File: src/mac_sp_pkg.sv
`default_nettype none

package mac_sp_pkg;

    // lane geometry of the mac array
    localparam int idata_width = 8;
    localparam int mac_mult_num = 8;

    // one scratchpad row holds a full operand vector
    localparam int row_width = idata_width * mac_mult_num;

    // single-port macro shape
    localparam int macro_width = 32;
    localparam int macro_depth = 128;

    // macros side by side across a row
    localparam int num_banks = row_width / macro_width;

    // rows in the scratchpad, two tiles deep
    localparam int sp_depth = 256;
    localparam int row_addr_width = $clog2(sp_depth);

    // bus word address
    // bit 9 picks registers, 8:1 row, 0 bank
    localparam int wb_adr_width = 10;

    // signed dot-product sum
    localparam int acc_width = 32;

    // register offsets, low two address bits
    localparam logic [1:0] reg_ctrl_ofs = 2'd0;
    localparam logic [1:0] reg_result_ofs = 2'd1;
    localparam logic [1:0] reg_status_ofs = 2'd2;

endpackage

`default_nettype wire

File: src/wb_scratchpad_port.sv
`timescale 1ns/1ps
`default_nettype none

module wb_scratchpad_port (
    input  logic                                  clk,
    input  logic                                  rst_n,
    input  logic                                  wb_cyc,
    input  logic                                  wb_stb,
    input  logic                                  wb_we,
    input  logic [mac_sp_pkg::wb_adr_width-1:0]   wb_adr,
    input  logic [mac_sp_pkg::macro_width-1:0]    wb_dat_w,
    input  logic [mac_sp_pkg::macro_width/8-1:0]  wb_sel,
    output logic [mac_sp_pkg::macro_width-1:0]    wb_dat_r,
    output logic                                  wb_ack,
    input  logic [mac_sp_pkg::row_width-1:0]      mem_rdata,
    output logic [mac_sp_pkg::row_addr_width-1:0] mem_addr,
    output logic                                  mem_wen,
    output logic [mac_sp_pkg::num_banks-1:0]      mem_bwe,
    output logic [mac_sp_pkg::row_width-1:0]      mem_wdata,
    output logic                                  mem_ren,
    input  logic                                  eng_busy,
    input  logic [mac_sp_pkg::row_addr_width-1:0] eng_mem_addr,
    input  logic                                  eng_mem_ren,
    input  logic [mac_sp_pkg::acc_width-1:0]      eng_result,
    output logic                                  eng_start,
    output logic [mac_sp_pkg::row_addr_width-1:0] eng_row_a,
    output logic [mac_sp_pkg::row_addr_width-1:0] eng_row_b
);

    import mac_sp_pkg::*;

    // read latency counter
    typedef enum logic [1:0] {
        st_idle,
        st_rd_wait,
        st_rd_data
    } state_t;

    state_t state;
    logic req;
    logic is_mem;
    logic host_wr;
    logic host_rd;
    logic reg_acc;
    logic start_req;
    logic [row_addr_width-1:0] host_row;
    logic bank;
    logic [num_banks-1:0] bank_sel;
    logic [macro_width-1:0] reg_rdata;

    // a new access and not the tail of the one just acked
    assign req = wb_cyc && wb_stb && !wb_ack && (state == st_idle);
    assign is_mem = !wb_adr[wb_adr_width-1];
    assign host_row = wb_adr[row_addr_width:1];
    assign bank = wb_adr[0];

    // memory traffic waits out the engine
    assign host_wr = req && is_mem && wb_we && !eng_busy;
    assign host_rd = req && is_mem && !wb_we && !eng_busy;
    // register space never stalls so status stays pollable
    assign reg_acc = req && !is_mem;
    assign start_req = reg_acc && wb_we && (wb_adr[1:0] == reg_ctrl_ofs)
                     && wb_dat_w[2*row_addr_width] && !eng_busy;

    // a partial or zero sel writes nothing
    always_comb begin
        bank_sel = '0;
        if (&wb_sel) begin
            bank_sel[bank] = 1'b1;
        end
    end

    // register read mux
    always_comb begin
        case (wb_adr[1:0])
            reg_result_ofs: reg_rdata = eng_result;
            reg_status_ofs: reg_rdata = {{(macro_width-1){1'b0}}, eng_busy};
            default: reg_rdata = '0;
        endcase
    end

    // engine owns the memory port while busy
    assign mem_addr = eng_busy ? eng_mem_addr : host_row;
    assign mem_ren = eng_busy ? eng_mem_ren : host_rd;
    assign mem_wen = host_wr;
    assign mem_bwe = host_wr ? bank_sel : '0;
    // same word into every bank lane
    assign mem_wdata = {num_banks{wb_dat_w}};

    // handshake FSM
    always_ff @(posedge clk) begin
        if (!rst_n) begin
            state <= st_idle;
            wb_ack <= 1'b0;
            eng_start <= 1'b0;
        end else begin
            wb_ack <= 1'b0;
            eng_start <= start_req;
            case (state)
                st_idle: begin
                    if (reg_acc || host_wr) begin
                        wb_ack <= 1'b1;
                    end else if (host_rd) begin
                        state <= st_rd_wait;
                    end
                end
                // macro latch then output register
                st_rd_wait: state <= st_rd_data;
                st_rd_data: begin
                    wb_ack <= 1'b1;
                    state <= st_idle;
                end
                default: state <= st_idle;
            endcase
        end
    end

    // return data and engine operands
    always_ff @(posedge clk) begin
        if (reg_acc) begin
            wb_dat_r <= reg_rdata;
        end
        if (state == st_rd_data) begin
            // bank 0 is the low half of the row
            wb_dat_r <= mem_rdata[int'(bank)*macro_width +: macro_width];
        end
        if (start_req) begin
            eng_row_a <= wb_dat_w[row_addr_width-1:0];
            eng_row_b <= wb_dat_w[2*row_addr_width-1:row_addr_width];
        end
    end

    a_ack_single : assert property (@(posedge clk) disable iff (!rst_n) wb_ack |=> !wb_ack)
        else $error("wb_scratchpad_port: ack held two cycles");

endmodule

`default_nettype wire

File: config.mk
export PLATFORM = sky130hd
export DESIGN_NAME = wb_scratchpad_port
export DESIGN_NICKNAME = d
export VERILOG_FILES = /design/src/mac_sp_pkg.sv /design/src/wb_scratchpad_port.sv
export SDC_FILE = /design/constraint.sdc
export NUM_CORES = 1
export LEC_CHECK = 0
export BUFFER_PORTS_ARGS = -buffer_cell sky130_fd_sc_hd__buf_2
export CAP_MARGIN = 20
export CORE_MARGIN = 2
export CORE_UTILIZATION = 25
export CTS_CLUSTER_DIAMETER = 200
export DETAILED_ROUTE_END_ITERATION = 6
export HOLD_SLACK_MARGIN = 0.05
export SLEW_MARGIN = 20
export SYNTH_ARGS = -nofsm -noshare
export SYNTH_HDL_FRONTEND = slang
export SYNTH_SLANG_ARGS = --single-unit
File: constraint.sdc
create_clock -name clk -period 3.2 [get_ports clk]
set_input_delay 0.48 -clock clk [delete_from_list [all_inputs] [get_ports clk]]
set_output_delay 0.48 -clock clk [all_outputs]
set_load 0.005 [all_outputs]
* Word level (Yosys, flattened, before mapping)
Cells that the tools add are included.
** Word-level totals
- Register bits :: 52
- Bits of input ports :: 157
- Output and inout port bits :: 126
- Word-level logic and storage cells :: 53
** Cells by class
- Order comparisons :: 2
- Equal/unequal tests :: 6
- Shift-type cells :: 1
- Mux-type cells :: 14
- Reductions and logical operators :: 24
** Operator list (number)
- $mux 32 :: 2
- $pmux 32 s2 :: 1
- $shiftx 64x7->32 :: 1
- $logic_and 1x1->1 :: 14
- $mux 2 :: 4
- $mux 8 :: 1
- $eq 2x1->1 const B :: 2
- $eq 2x2->1 const B :: 2
- $logic_not 1->1 :: 4
- $logic_not 2->1 :: 2
- $ne 2x2->1 const B :: 2
- $pmux 2 s2 :: 1
- $reduce_and 4->1 :: 1
- $mux 1 :: 3
- $lt 1x2->1 const B :: 1
- $pmux 1 s2 :: 1
- $reduce_and 2->1 :: 1
- $reduce_bool 2->1 :: 1
- $demux 1 s1 :: 1
- $ge 1x1->1 const B :: 1
- $logic_or 1x1->1 :: 1

* Depth between registers and ports, before layout
- Word-level depth :: 9
- Gate-level depth with buffers :: 6

* Worst setup path before layout
No wires, ideal clock.
- Path kind :: input -> register
- Start point :: input wb_adr[0] (netlist name)
- End point :: register eng_row_a[0] (netlist name) (enable)
- Arrival time :: 1807 ps
- Path slack :: 1005 ps
- Stages :: 6
- Cells stage by stage :: buf_4 -> buf_6 -> inv_1 -> ha_1 -> nand3_1 -> nor2_1
** Between the ends
- Cells in the longest elaborated chain, start to end :: 4
** RTL lines
- start: declaration :: RTL line wb_scratchpad_port.sv:10 : input logic [mac_sp_pkg::wb_adr_width-1:0] wb_adr,
- $logic_not 2->1 :: RTL line wb_scratchpad_port.sv:62 : assign start_req = reg_acc && wb_we && (wb_adr[1:0] == reg_ctrl_ofs)
- $logic_and 1x1->1 :: RTL line wb_scratchpad_port.sv:62
- $logic_and 1x1->1 (2 in a row) :: RTL line wb_scratchpad_port.sv:63 : && wb_dat_w[2*row_addr_width] && !eng_busy;
- net start_req :: RTL line wb_scratchpad_port.sv:45 : logic start_req;
- end signal: assignment :: RTL line wb_scratchpad_port.sv:128 : eng_row_a <= wb_dat_w[row_addr_width-1:0];
- end: declaration :: RTL line wb_scratchpad_port.sv:26 : output logic [mac_sp_pkg::row_addr_width-1:0] eng_row_a,
The timed path passes the listed nets, and every way through them passes these cells.
A chain may end at the register's enable or synchronous reset.

* Worst setup path after layout
- Start point :: register wb_ack
- End point :: output mem_ren
** Between the ends
- Cells in the longest elaborated chain, start to end :: 7
** RTL lines
- start: declaration :: RTL line wb_scratchpad_port.sv:14 : output logic wb_ack,
- start signal: assignment :: RTL line wb_scratchpad_port.sv:94 : wb_ack <= 1'b0;
- start signal: assignment :: RTL line wb_scratchpad_port.sv:97 : wb_ack <= 1'b0;
- start signal: assignment :: RTL line wb_scratchpad_port.sv:102 : wb_ack <= 1'b1;
- $logic_not 1->1 :: RTL line wb_scratchpad_port.sv:52 : assign req = wb_cyc && wb_stb && !wb_ack && (state == st_idle);
- $logic_and 1x1->1 (2 in a row) :: RTL line wb_scratchpad_port.sv:52
- $logic_and 1x1->1 (3 in a row) :: RTL line wb_scratchpad_port.sv:59 : assign host_rd = req && is_mem && !wb_we && !eng_busy;
- $mux 1 :: RTL line wb_scratchpad_port.sv:84 : assign mem_ren = eng_busy ? eng_mem_ren : host_rd;
- end: declaration :: RTL line wb_scratchpad_port.sv:20 : output logic mem_ren,
No other way between the ends.

==> metrics.md <==
| Metric | Value |
|---|---|
| Yosys warns | `0` |
| R2R depth | `3` |
| Max VDD drop | `approximately 0.21 mV` |
| HP Class | `in -> reg` |
| Die Y | `116 µm` |
| Total Power Consumption | `about 1.6 mW` |
| # hold bufs at CTS | `0` |
| H-tree depth | `2` |
| Period utilization | `59.7%` |
| Vias in the first global route | `~2400` |
| Crit start category | `register` |
| Mean Syn Cell Area | `between 10 and 15 µm²` |
| CP required | `around 2700 ps` |
| Worst Tran Pin Value | `640 ps` |
| Seq/Total Area, Yosys | `48.6%` |
| Via count | `roughly 2500` |
| Fin crit period | `between 1500 and 2000 ps` |
| Max Cap Viol | `0` |
| Slew Limit Headroom | `roughly 57%` |
| Area Growth Syn to Fin | `31.5%` |
| Setup crit end kind | `output port` |
| Yosys top cell area share | `46.1%` |
| Drt initial violations | `between 60 and 70` |
| DRT Wirelength | `between 8000 and 9000 µm` |
| RePlAce Congestion | `0.765` |
| Post-synth top cells | `buf_4 (66), edfxtp_1 (48), mux2i_1 (32), nand3_1 (32), o21ai_1 (17)` |
| DIE AREA | `13400 µm²` |
| Fmax achieved | `between 500 and 600 MHz` |
| Antenna violations before repair | `0` |
| Number of library cell types mapped by synthesis | `31` |
| WP data arrival | `1430 ps` |
| Skew final | `approximately 3.7 ps` |
| CTS root buf | `clkbuf_16` |
| Clock Pin Slew Worst Setup and Hold Paths | `about 70 ps` |
| Slew Limit Fails | `0` |
| Crit Reg-Reg Startpoint | `state[0]` |
| Vias/cell | `approximately 4.2` |
| Gr ovfl total | `0` |
| Sink Count | `52` |
| Post-CTS sizing | `0` |
| PortBufs | `roughly 240` |
| DR WL/cell | `approximately 14 µm` |
| Cts bufs inserted | `5` |
| Post-synth ARST share | `0%` |
| Register-to-Register Setup Slack | `1390 ps` |
| Syn Std Cell Area | `3130 µm²` |
| Largest net degree at the start of global routing | `34` |
| Drt first pass iters | `4` |
| CTS tree | `built` |
| Longest Clk Path Bufs | `2` |
| Power Dens Cells | `approximately 400 nW/µm²` |
| Count leader, synth | `buf_4` |
| R2r endpoint | `wb_dat_r[22]` |
| Hold path endpoint | `eng_row_a[2]` |
| Final Hold Vio Count | `0` |
| Setup TNS | `0 ps` |
| Fraction of layout cells with a size suffix above 1 | `63.2%` |
| Post-DRT Antenna Nets | `0` |
| Ant. Diodes | `0` |
| Ys flop type | `edfxtp_1` |
| First-pass GRT wire length | `roughly 12000 µm` |
| Post-Syn Nets | `426` |
| Cell count after synthesis | `between 200 and 300` |
| Seq cells post-synth | `52` |
| Max FO, Critical Path | `3` |
| Starting Density | `25.8%` |
| Hold path startpoint | `wb_dat_w[2]` |
| Status | `finished clean` |
| DRC viols | `0` |
| Core ar. | `between 10000 and 15000 µm²` |
| Final setup fails | `0` |
| Synth area leader | `edfxtp_1` |
| Final #Nets | `between 500 and 600` |
| Min-Delay Path Depth | `1` |
| Row cnt | `40` |
| Post-synth EDFFs | `48` |
| GRT Resource Usage Total | `around an eighth` |
| CP Class | `reg -> out` |
| Cells taking the most area after synthesis | `edfxtp_1 (46%), buf_4 (16%), mux2i_1 (10%)` |
| RSZ-0062 raised after global routing | `false` |
| Post-CTS Setup Bufs | `0` |
| Clock Latency Late Sink | `280 ps` |
| Final HPWL DP | `between 7000 and 8000 µm` |
| P_leak | `around 2.0 nW` |
| Die X | `116 µm` |
| # IOs | `about 280` |
[metal layers]
metal  track usage, %  vias up  wire length, µm
met5                0        -                0
met4             5.56        0              244
met3             2.04       22              688
met1             12.0     1155             3070
li1                 -     1244                -
met2             22.8      126             4730
[metrics by stage]
| step | hold WS, ps | instance area (µm²) | worst slack [ps] | utilization (%) | std cells |
|---|---|---|---|---|---|
| 6_report | 393 | 4110 | 1290 | 34.0 | 605 |
| 4_1_cts | 381 | 4110 | 1250 | 34.0 | 605 |
| 3_5_place_dp | 474 | 3950 | 1300 | 32.6 | 597 |
| 3_3_place_gp | 442 | 3950 | 1360 | 32.6 | 597 |
| 2_1_floorplan | 421 | 3130 | 1000 | - | 266 |
| 5_1_grt | 382 | 4110 | 1200 | 34.0 | 605 |
[critical path, stage by stage, from the launching register on]
cell and delay [ps]:
dfxtp_1 330, and4bb_4 360, nand2_1 90, o31ai_2 210, buf_2 160
[layout make-up]
class	count	area (µm²)
multi-input cells	130	976
clock inverters	2	35.0
flip-flops and latches	52	1520
inverters	5	18.8
repair buffers	242	1220
fillers	1293	8000
well taps	168	210
clock buffers	6	129
[kinds of logic (layout without fill, tap and decap cells)]
kind of cell	Yosys count	after routing	synth area share, %
buffers and inverters	84	255	20.2
flip-flops	52	52	48.6
AND/OR/NAND/NOR	52	52	9.52
multiplexers	39	39	12.8
AO/OA/AOI/OAI	36	36	7.72
adder cells (fa/ha/maj)	3	3	1.20
[report_power, final]
group / internal (mW) / switching (mW)
sequential: 0.758 / 0.00376
clock: 0.368 / 0.224
combinational: 0.132 / 0.115
[flip-flops by register name, summed over array words and instances, names as in the netlist]
register / cells
eng_start: 1
state: 2
wb_dat_r: 32
wb_ack: 1
eng_row_b: 8
eng_row_a: 8
[cell usage in the layout, fill, tap and decap left out]
cell type  count
buf_2        237
edfxtp_1      48
mux2i_1       32
nand3_1       32
o21ai_1       17
o21ai_2       13
mux2_2         7
inv_1          5
nand2_1        5
clkbuf_16      5
buf_4          5
dfxtp_1        4
nor3_1         3
ha_1           3
nor2_1         2
o21ai_0        2
and4bb_4       1
and2b_1        1
nand3_2        1
nand2b_2       1
a22oi_1        1
o22ai_1        1
nand4_1        1
nand3b_2       1
o31ai_2        1
a31oi_1        1
nor4_1         1
nor3_2         1
nor3b_1        1
nor4_2         1
clkinv_2       1
clkbuf_1       1
bufinv_16      1
[worst max-delay path by stage]
stage	startpoint	endpoint	slack, ps	cells after the start
6_report	wb_ack	mem_ren	1290	4
5_1_grt	state[0]	wb_dat_r[0]	1200	3
4_1_cts	wb_ack	mem_ren	1250	4
3_5_place_dp	wb_adr[0]	wb_dat_r[9]	1300	4
3_3_place_gp	eng_busy	mem_bwe[0]	1360	5
2_1_floorplan	wb_adr[0]	eng_row_a[0]	1000	6
(Power assumes the default switching activity.)
